--- src/tenyr_pkg.sv ---
`default_nettype none

package tenyr_pkg;

    typedef logic [31:0] word_t;
    typedef logic [3:0]  reg_idx_t;
    typedef logic [11:0] imm_t;

    typedef enum logic [3:0] {
        OP_OR    = 4'h0,
        OP_AND   = 4'h1,
        OP_ADD   = 4'h2,
        OP_MUL   = 4'h3,
        OP_RSVD  = 4'h4, // Yields the addend only
        OP_SHL   = 4'h5,
        OP_CMPLE = 4'h6,
        OP_CMPEQ = 4'h7,
        OP_NOR   = 4'h8,
        OP_NAND  = 4'h9,
        OP_XOR   = 4'hA,
        OP_SUB   = 4'hB,
        OP_XORN  = 4'hC, // X xor ~O
        OP_SHR   = 4'hD,
        OP_CMPGT = 4'hE,
        OP_CMPNE = 4'hF
    } opcode_t;

    typedef enum logic [1:0] {
        DEREF_NONE  = 2'b00, // Z <- rhs
        DEREF_LOAD  = 2'b01, // Z <- [rhs]
        DEREF_STZ   = 2'b10, // [Z] <- rhs
        DEREF_STRHS = 2'b11  // [rhs] <- Z
    } deref_t;

    typedef struct packed {
        logic     kind;     // Clear for an operation
        logic     type_bit; // Set swaps immediate and Y
        deref_t   deref;
        reg_idx_t z;
        reg_idx_t x;
        reg_idx_t y;
        opcode_t  op;
        imm_t     imm;
    } insn_op_t;

    typedef struct packed {
        logic [3:0]  marker;
        logic [27:0] payload;
    } insn_trap_t;

    typedef union packed {
        insn_op_t   op;
        insn_trap_t trap;
    } insn_t;

    localparam word_t      RESET_VECTOR = 32'h100;
    localparam logic [3:0] TRAP_MARKER  = 4'hF;
    localparam reg_idx_t   REG_PC       = 4'd15;

    // Core sequencer states
    localparam logic [2:0] CORE_FETCH = 3'd0;
    localparam logic [2:0] CORE_EXEC  = 3'd1;
    localparam logic [2:0] CORE_MEM   = 3'd2;
    localparam logic [2:0] CORE_WB    = 3'd3;
    localparam logic [2:0] CORE_HALT  = 3'd4;

endpackage

`default_nettype wire
--- src/tenyr_top.sv ---
`timescale 1ns/1ps
`default_nettype none

module tenyr_top (
    input  wire              i_clk,
    input  wire              i_reset_n,
    output logic             o_wb_cyc,
    output logic             o_wb_stb,
    output logic             o_wb_we,
    output tenyr_pkg::word_t o_wb_adr,
    output tenyr_pkg::word_t o_wb_dat,
    input  tenyr_pkg::word_t i_wb_dat,
    input  wire              i_wb_ack,
    output logic             o_halt
);
    import tenyr_pkg::*;

    // Core to bus master
    logic  bus_req, bus_we, bus_done;
    word_t bus_adr, bus_dat, bus_rdata;

    tenyr_core u_core (
        .i_clk(i_clk), .i_reset_n(i_reset_n),
        .i_bus_done(bus_done), .i_bus_rdata(bus_rdata),
        .o_bus_req(bus_req), .o_bus_we(bus_we),
        .o_bus_adr(bus_adr), .o_bus_dat(bus_dat),
        .o_halt(o_halt)
    );

    tenyr_wb_master u_wb_master (
        .i_clk(i_clk), .i_reset_n(i_reset_n),
        .i_req(bus_req), .i_we(bus_we), .i_adr(bus_adr), .i_dat(bus_dat),
        .i_wb_dat(i_wb_dat), .i_wb_ack(i_wb_ack),
        .o_done(bus_done), .o_rdata(bus_rdata),
        .o_wb_cyc(o_wb_cyc), .o_wb_stb(o_wb_stb), .o_wb_we(o_wb_we),
        .o_wb_adr(o_wb_adr), .o_wb_dat(o_wb_dat)
    );

endmodule

`default_nettype wire

--- src/tenyr_core.sv ---
`timescale 1ns/1ps
`default_nettype none

module tenyr_core (
    input  wire              i_clk,
    input  wire              i_reset_n,
    input  wire              i_bus_done,
    input  tenyr_pkg::word_t i_bus_rdata,
    output logic             o_bus_req,
    output logic             o_bus_we,
    output tenyr_pkg::word_t o_bus_adr,
    output tenyr_pkg::word_t o_bus_dat,
    output logic             o_halt
);
    import tenyr_pkg::*;

    logic [2:0] state_q;
    logic       waiting_q; // Bus request outstanding
    word_t      pc_q;
    word_t      next_pc;
    insn_t      insn_q;
    word_t      rhs_q;

    reg_idx_t dec_z, dec_x, dec_y;
    imm_t     dec_imm;
    opcode_t  dec_op;
    deref_t   dec_deref;
    logic     dec_type, dec_is_op, dec_is_trap;

    reg_idx_t rd_x_idx;
    word_t    rd_x, rd_y, rhs, z_val;
    logic     wr_en;
    word_t    wr_data;

    assign next_pc  = pc_q + 32'd1;
    assign rd_x_idx = (state_q == CORE_MEM) ? dec_z : dec_x; // X port reads Z in MEM
    assign z_val    = rd_x;

    // Plain operations write in EXEC, loads in WB
    assign wr_en = (state_q == CORE_EXEC && dec_is_op && dec_deref == DEREF_NONE &&
                    dec_z != REG_PC) ||
                   (state_q == CORE_WB && dec_z != REG_PC);
    assign wr_data = (state_q == CORE_WB) ? i_bus_rdata : rhs;

    assign o_bus_req = (state_q == CORE_FETCH || state_q == CORE_MEM) && !waiting_q;
    assign o_bus_we  = (state_q == CORE_MEM) && dec_deref[1];
    assign o_bus_adr = (state_q == CORE_FETCH) ? pc_q :
                       dec_deref[0] ? rhs_q : z_val;
    assign o_bus_dat = dec_deref[0] ? z_val : rhs_q;

    always_ff @(posedge i_clk) begin
        if (!i_reset_n) begin
            state_q   <= CORE_FETCH;
            waiting_q <= 1'b0;
            pc_q      <= RESET_VECTOR;
            o_halt    <= 1'b0;
        end else begin
            if (o_bus_req) begin
                waiting_q <= 1'b1;
            end else if (i_bus_done) begin
                waiting_q <= 1'b0;
            end
            case (state_q)
                CORE_FETCH: if (i_bus_done) state_q <= CORE_EXEC;
                CORE_EXEC: begin
                    if (dec_is_trap) begin
                        o_halt  <= 1'b1;
                        state_q <= CORE_HALT;
                    end else if (!dec_is_op) begin
                        pc_q    <= next_pc; // No-op
                        state_q <= CORE_FETCH;
                    end else if (dec_deref == DEREF_NONE) begin
                        pc_q    <= (dec_z == REG_PC) ? rhs : next_pc;
                        state_q <= CORE_FETCH;
                    end else begin
                        state_q <= CORE_MEM;
                    end
                end
                CORE_MEM: begin
                    if (i_bus_done) begin
                        if (dec_deref == DEREF_LOAD) begin
                            state_q <= CORE_WB;
                        end else begin
                            pc_q    <= next_pc;
                            state_q <= CORE_FETCH;
                        end
                    end
                end
                CORE_WB: begin
                    pc_q    <= (dec_z == REG_PC) ? i_bus_rdata : next_pc; // Load into PC jumps
                    state_q <= CORE_FETCH;
                end
                default: state_q <= CORE_HALT; // Parked until reset
            endcase
        end
    end

    always_ff @(posedge i_clk) begin
        if (state_q == CORE_FETCH && i_bus_done) insn_q <= i_bus_rdata;
        if (state_q == CORE_EXEC) rhs_q <= rhs;
    end

    tenyr_regfile u_regfile (
        .i_clk(i_clk), .i_reset_n(i_reset_n),
        .i_rd_x_idx(rd_x_idx), .i_rd_y_idx(dec_y),
        .i_wr_en(wr_en), .i_wr_idx(dec_z), .i_wr_data(wr_data),
        .i_next_pc(next_pc), .o_rd_x(rd_x), .o_rd_y(rd_y)
    );

    tenyr_decode u_decode (
        .i_insn(insn_q), .o_z(dec_z), .o_x(dec_x), .o_y(dec_y), .o_imm(dec_imm),
        .o_op(dec_op), .o_deref(dec_deref), .o_type(dec_type),
        .o_is_op(dec_is_op), .o_is_trap(dec_is_trap)
    );

    tenyr_alu u_alu (
        .i_x(rd_x), .i_y(rd_y), .i_imm(dec_imm), .i_op(dec_op),
        .i_type(dec_type), .o_rhs(rhs)
    );

    a_halt_sticky: assert property (@(posedge i_clk) o_halt && i_reset_n |=> o_halt);

    a_no_req_halted: assert property (
        @(posedge i_clk) disable iff (!i_reset_n)
        o_halt |-> !o_bus_req
    );

endmodule

`default_nettype wire

--- src/tenyr_wb_master.sv ---
`timescale 1ns/1ps
`default_nettype none

module tenyr_wb_master (
    input  wire              i_clk,
    input  wire              i_reset_n,
    input  wire              i_req,
    input  wire              i_we,
    input  tenyr_pkg::word_t i_adr,
    input  tenyr_pkg::word_t i_dat,
    input  tenyr_pkg::word_t i_wb_dat,
    input  wire              i_wb_ack,
    output logic             o_done,
    output tenyr_pkg::word_t o_rdata,
    output logic             o_wb_cyc,
    output logic             o_wb_stb,
    output logic             o_wb_we,
    output tenyr_pkg::word_t o_wb_adr,
    output tenyr_pkg::word_t o_wb_dat
);
    logic ack_seen;

    assign ack_seen = o_wb_cyc && i_wb_ack;

    always_ff @(posedge i_clk) begin
        if (!i_reset_n) begin
            o_wb_cyc <= 1'b0;
            o_wb_stb <= 1'b0;
            o_wb_we  <= 1'b0;
            o_done   <= 1'b0;
        end else begin
            o_done <= ack_seen; // One-cycle pulse after ack
            if (ack_seen) begin
                o_wb_cyc <= 1'b0;
                o_wb_stb <= 1'b0;
                o_wb_we  <= 1'b0;
            end else if (i_req && !o_wb_cyc) begin
                o_wb_cyc <= 1'b1;
                o_wb_stb <= 1'b1;
                o_wb_we  <= i_we;
            end
        end
    end

    // Bus payload and read capture
    always_ff @(posedge i_clk) begin
        if (i_req && !o_wb_cyc) begin
            o_wb_adr <= i_adr;
            o_wb_dat <= i_dat;
        end
        if (ack_seen) begin
            o_rdata <= i_wb_dat; // Held until the next ack
        end
    end

    a_stb_in_cyc: assert property (
        @(posedge i_clk) disable iff (!i_reset_n)
        o_wb_stb |-> o_wb_cyc
    );

    a_adr_stable: assert property (
        @(posedge i_clk) disable iff (!i_reset_n)
        o_wb_stb && !i_wb_ack |=> $stable(o_wb_adr)
    );

endmodule

`default_nettype wire

--- src/tenyr_alu.sv ---
`timescale 1ns/1ps
`default_nettype none

module tenyr_alu (
    input  tenyr_pkg::word_t   i_x,
    input  tenyr_pkg::word_t   i_y,
    input  tenyr_pkg::imm_t    i_imm,
    input  tenyr_pkg::opcode_t i_op,
    input  wire                i_type,
    output tenyr_pkg::word_t   o_rhs
);
    import tenyr_pkg::*;

    word_t imm_ext;
    word_t o_val; // Second operand
    word_t a_val; // Addend
    word_t base;

    assign imm_ext = {{20{i_imm[11]}}, i_imm};

    // Type bit swaps the roles of Y and the immediate
    assign o_val = i_type ? imm_ext : i_y;
    assign a_val = i_type ? i_y : imm_ext;

    always_comb begin
        case (i_op)
            OP_OR:    base = i_x | o_val;
            OP_AND:   base = i_x & o_val;
            OP_ADD:   base = i_x + o_val;
            OP_MUL:   base = i_x * o_val;
            OP_RSVD:  base = '0;
            OP_SHL:   base = i_x << o_val; // Full-width shift amount
            OP_CMPLE: base = {31'b0, $signed(i_x) <= $signed(o_val)};
            OP_CMPEQ: base = {31'b0, i_x == o_val};
            OP_NOR:   base = ~(i_x | o_val);
            OP_NAND:  base = ~(i_x & o_val);
            OP_XOR:   base = i_x ^ o_val;
            OP_SUB:   base = i_x - o_val;
            OP_XORN:  base = i_x ^ ~o_val;
            OP_SHR:   base = i_x >> o_val;
            OP_CMPGT: base = {31'b0, $signed(i_x) > $signed(o_val)};
            OP_CMPNE: base = {31'b0, i_x != o_val};
            default:  base = '0;
        endcase
    end

    assign o_rhs = base + a_val;

endmodule

`default_nettype wire

--- src/tenyr_decode.sv ---
`timescale 1ns/1ps
`default_nettype none

module tenyr_decode (
    input  tenyr_pkg::insn_t    i_insn,
    output tenyr_pkg::reg_idx_t o_z,
    output tenyr_pkg::reg_idx_t o_x,
    output tenyr_pkg::reg_idx_t o_y,
    output tenyr_pkg::imm_t     o_imm,
    output tenyr_pkg::opcode_t  o_op,
    output tenyr_pkg::deref_t   o_deref,
    output logic                o_type,
    output logic                o_is_op,
    output logic                o_is_trap
);
    import tenyr_pkg::*;

    logic is_op;

    // Two views of the same word
    assign is_op     = !i_insn.op.kind;
    assign o_is_op   = is_op;
    assign o_is_trap = (i_insn.trap.marker == TRAP_MARKER);

    // Fields read as zero for anything but an operation
    always_comb begin
        o_z     = '0;
        o_x     = '0;
        o_y     = '0;
        o_imm   = '0;
        o_op    = OP_OR;
        o_deref = DEREF_NONE;
        o_type  = 1'b0;
        if (is_op) begin
            o_z     = i_insn.op.z;
            o_x     = i_insn.op.x;
            o_y     = i_insn.op.y;
            o_imm   = i_insn.op.imm;
            o_op    = i_insn.op.op;
            o_deref = i_insn.op.deref;
            o_type  = i_insn.op.type_bit;
        end
    end

endmodule

`default_nettype wire

--- src/tenyr_regfile.sv ---
`timescale 1ns/1ps
`default_nettype none

module tenyr_regfile (
    input  wire                 i_clk,
    input  wire                 i_reset_n,
    input  tenyr_pkg::reg_idx_t i_rd_x_idx,
    input  tenyr_pkg::reg_idx_t i_rd_y_idx,
    input  wire                 i_wr_en,
    input  tenyr_pkg::reg_idx_t i_wr_idx,
    input  tenyr_pkg::word_t    i_wr_data,
    input  tenyr_pkg::word_t    i_next_pc,
    output tenyr_pkg::word_t    o_rd_x,
    output tenyr_pkg::word_t    o_rd_y
);
    import tenyr_pkg::*;

    word_t gpr [1:14]; // General registers only

    always_ff @(posedge i_clk) begin
        if (!i_reset_n) begin
            for (int i = 1; i < 15; i++) begin
                gpr[i] <= '0;
            end
        end else if (i_wr_en && i_wr_idx != '0 && i_wr_idx != REG_PC) begin
            gpr[i_wr_idx] <= i_wr_data;
        end
    end

    // Index 0 is hardwired zero, index 15 shows the next instruction address
    assign o_rd_x = (i_rd_x_idx == '0)    ? '0 :
                    (i_rd_x_idx == REG_PC) ? i_next_pc : gpr[i_rd_x_idx];
    assign o_rd_y = (i_rd_y_idx == '0)    ? '0 :
                    (i_rd_y_idx == REG_PC) ? i_next_pc : gpr[i_rd_y_idx];

    // PC updates belong to the core sequencer
    a_no_pc_write: assert property (
        @(posedge i_clk) disable iff (!i_reset_n)
        i_wr_en |-> i_wr_idx != REG_PC
    );

endmodule

`default_nettype wire

--- config.mk ---
export PLATFORM = sky130hd
export DESIGN_NAME = tenyr_top
export DESIGN_NICKNAME = d
export VERILOG_FILES = /design/src/tenyr_pkg.sv /design/src/tenyr_top.sv /design/src/tenyr_core.sv /design/src/tenyr_wb_master.sv /design/src/tenyr_alu.sv /design/src/tenyr_decode.sv /design/src/tenyr_regfile.sv
export SDC_FILE = /design/constraint.sdc
export NUM_CORES = 2
export LEC_CHECK = 0
export ABC_AREA = 1
export CAP_MARGIN = 20
export CORE_MARGIN = 5
export CORE_UTILIZATION = 40
export DETAILED_ROUTE_END_ITERATION = 10
export DONT_BUFFER_PORTS = 1
export GPL_TIMING_DRIVEN = 1
export SETUP_SLACK_MARGIN = 0.05
export SLEW_MARGIN = 40
export SYNTH_ARGS = -nofsm -noshare
export SYNTH_HDL_FRONTEND = slang
export SYNTH_HIERARCHICAL = 1
export SYNTH_SLANG_ARGS = --single-unit
--- constraint.sdc ---
create_clock -name i_clk -period 12.6 [get_ports i_clk]
set_input_delay 3.15 -clock i_clk [delete_from_list [all_inputs] [get_ports i_clk]]
set_output_delay 3.15 -clock i_clk [all_outputs]
set_load 0.1 [all_outputs]
==> run_results.csv <==
group,metric,value,unit
global_route,antenna_found_initial,13,
clocking,clk_pin_slew,0.07,ns
finish,fin_area,76500,sq um
routing,avgRoutedWirePerCell,27.44,um
setup_path,cp-startpoint,"u_core/insn_q[31]",
power,peakVddDrop,0.2807,mV
routing,drt-pass1-iter-count,7,
global_route,grt_pass1_wl,460.4,mm
die,dieArea,176400,sq um
finish,stdcell_count,11820,
yosys,ys_warn_count,6,
setup_path,crit_path_end_kind,"register",
global_route,grt_overflow,0,
yosys,yosysTopAreaCell,"edfxtp_1",
setup_path,cp_max_fo,75,
routing,via_count,67700,
finish,fillCellCount,16880,
timing,min_period_over_period,97.37,%
routing,drt-met1-wl,127.4,mm
place,dp.cells,11640,
yosys,seq_area_frac_synth,31.20,%
yosys,synth_cell_type_count,71,
clocking,clk_path_buf_depth,3,
routing,met2_length,141.4,mm
clocking,cts.sinks,712,
setup_path,crit_end,"u_core/u_regfile/gpr[3][24]",
yosys,syn_area,67250,sq um
power,powerDensity,166.5,nW/um^2
routing,route.met3.wl,32.46,mm
finish,seq_area,20990,sq um
clocking,tritoncts,"built",
yosys,yosysMostFrequentCell,"nand2_1",
die,die_x,420.0,um
clocking,root_buffer,"clkbuf_16",
global_route,grt_pass1_vias,65210,
finish,syn2layout_area_growth,13.76,%
clocking,ctsHoldBuffers,0,
timing,tightestPinTransition,0.9911,ns
die,fp.dieH,420.0,um
power,leakage,36.22,nW
die,core,167200,sq um
timing,clock_skew,0.05052,ns
yosys,async_reset_ff_share,0,%
yosys,syn_inst,9407,
timing,fmax,81.51,MHz
run_status,status,"finished clean",
global_route,grt_start_max_net_pins,107,
setup_path,crit_path_top_delay_cell,"fa_1",
setup_path,worstPathRequired,13.15,ns
timing,layout_setup_ws,0.3319,ns
yosys,synth_seq_cells,712,
timing,rsz0062_at_grt,"false",
die,pin_count,103,
yosys,synth.top_cell.area_share,30.01,%
finish,post-route-util,45.75,%
place,pre_cts_ws,0.08718,ns
timing,hold_viol,0,
place,dp_hpwl,236.9,mm
setup_path,crit_type,"register to register",
routing,avgViaCountPerCell,5.727,
finish,multi_input_area,39080,sq um
timing,final-max-slew-violation-count,0,
setup_path,r2r_cells,48,
die,start_util,40.21,%
timing,fin_tns_setup,0,ns
yosys,synth_flop_cell,"edfxtp_1",
timing,timing.slew.headroom,33.69,%
routing,highest_layer,"met5",
place,gp_congestion,1.018,
setup_path,r2r-start,"u_core/insn_q[31]",
yosys,synth_common_cells,"nand2_1 (2582), inv_1 (1355), nor2_1 (1227)",
routing,drc_errors,0,
place,placed_area,73390,sq um
clocking,h-tree-depth,3,
place,io_buffers,0,
job,cap_violations,0,
yosys,synth-edff-count,672,
setup_path,cp-start-kind,"register",
finish,fin_nets,10240,
setup_path,regToRegSetupSlack,0.33,ns
yosys,avgSynthCellArea,7.149,sq um
setup_path,r2r_end,"u_core/u_regfile/gpr[3][24]",
min_path,hold_path_class,"register to register",
setup_path,max_stage_delay,0.54,ns
clocking,cts_made_buffers,81,
die,rows,150,
clocking,clock_latency,0.73,ns
timing,setup-violations-final,0,
setup_path,crit_arrival,12.81,ns
global_route,grt.total_usage,36.00,%
yosys,ys_top_cells_by_area,"edfxtp_1 (30%), nand2_1 (14%), fa_1 (12%)",
finish,drive_gt1_share,8.903,%
routing,route.antenna.remaining_nets,0,
routing,drt_iter0_drc,8915,
routing,wl,324.4,mm
timing,post-route-min-period,12.27,ns
## kinds of logic (layout without fill, tap and decap cells)
family | count (synthesis) | after routing | synth area share [%]
AOI/OAI and AO/OA | 1063 | 1063 | 8.966
xor gates and xnor gates | 107 | 107 | 1.394
adders and majority gates | 663 | 663 | 16.92
buffers and inverters | 1945 | 2079 | 11.56
DFF | 712 | 712 | 31.20
muxes | 2 | 2 | 0.02977
other | 1 | 76 | 0.005576
and+or+nand+nor | 4914 | 4914 | 29.92
## worst min path at each step
stage | start | slack [ns] | cells after the start | to
after floorplan | u_wb_master/o_rdata[18] | 0.43 | 0 | u_core/insn_q[18]
after global placement | u_wb_master/o_rdata[30] | 0.46 | 0 | u_core/insn_q[30]
after detailed placement | u_wb_master/o_rdata[18] | 0.48 | 0 | u_core/insn_q[18]
after CTS | u_wb_master/o_rdata[18] | 0.49 | 0 | u_core/insn_q[18]
after global routing | u_wb_master/o_rdata[18] | 0.51 | 0 | u_core/insn_q[18]
final | u_core/pc_q[30] | 0.50 | 2 | u_core/pc_q[30]
## state kept, by name (all words and copies together) (netlist names)
register and flops:
u_core/insn_q 32, u_core/o_halt 1, u_core/waiting_q 1, u_wb_master/o_wb_dat 32, u_core/state_q 3, u_core/u_regfile/gpr 512
u_wb_master/o_wb_adr 32, u_core/pc_q 32, u_wb_master/o_done 1, u_wb_master/o_wb_stb 1, u_core/rhs_q 32, u_wb_master/o_rdata 32
u_wb_master/o_wb_we 1
## metrics by stage
step / hold slack (ns) / power (mW)
global route: 0.5088 / 13.40
finish: 0.4995 / 12.74
CTS: 0.4895 / 12.55
floorplan: 0.4264 / 7.194
global placement: 0.4634 / 9.923
detailed placement: 0.4777 / 10.08
## cell type report
| class | instances | share of cell area [%] |
|---|---|---|
| Antenna cell | 12 | 0.03925 |
| Tap cell | 2204 | 3.605 |
| Multi-Input combinational cell | 6813 | 51.09 |
| Inverter | 1405 | 6.984 |
| Clock buffer | 93 | 2.708 |
| Sequential cell | 712 | 27.44 |
| Clock inverter | 51 | 0.7867 |
| Timing Repair Buffer | 530 | 7.353 |
## routing by layer
| metal | vias up | GRT usage, % |
|---|---|---|
| met5 | - | 0 |
| met4 | 8 | 21.24 |
| met3 | 895 | 6.707 |
| met2 | 4073 | 55.48 |
| met1 | 32770 | 47.29 |
| li1 | 29950 | - |
## power breakdown
| group | leakage [nW] | internal [mW] | total, mW | switching [mW] |
|---|---|---|---|---|
| Sequential | 7.09 | 2.82 | 2.97 | 0.154 |
| Clock | 1.29 | 1.40 | 2.45 | 1.05 |
| Combinational | 27.8 | 2.47 | 7.32 | 4.85 |
| Total | 36.2 | 6.68 | 12.7 | 6.06 |
## placed cells by master, fill, tap and decap left out, drive strengths merged, types with 64 or more instances in the layout
cell type,count
a21oi,285
buf,527
clkbuf,96
conb,64
edfxtp,672
fa,411
ha,252
inv,1385
nand2,2594
nand3,954
nor2,1244
o21ai,574
xor2,83
## worst max-delay path: cells and delay by family, from the launching register on
family | cells | cell delay [ns]
fa+ha+maj | 10 | 4.35
simple gates | 14 | 2.28
compound gates | 10 | 2.16
buf+inv | 12 | 1.88
xor+xnor | 2 | 0.85
flops | 1 | 0.43
## timing repair
action	4_1_cts	5_1_grt
setup buffers	0	19
resized for setup	1	35
gates cloned	0	1
endpoints found under the setup margin	3	227
pin swaps	0	6
No activity file was read; power rests on OpenSTA's default activity.
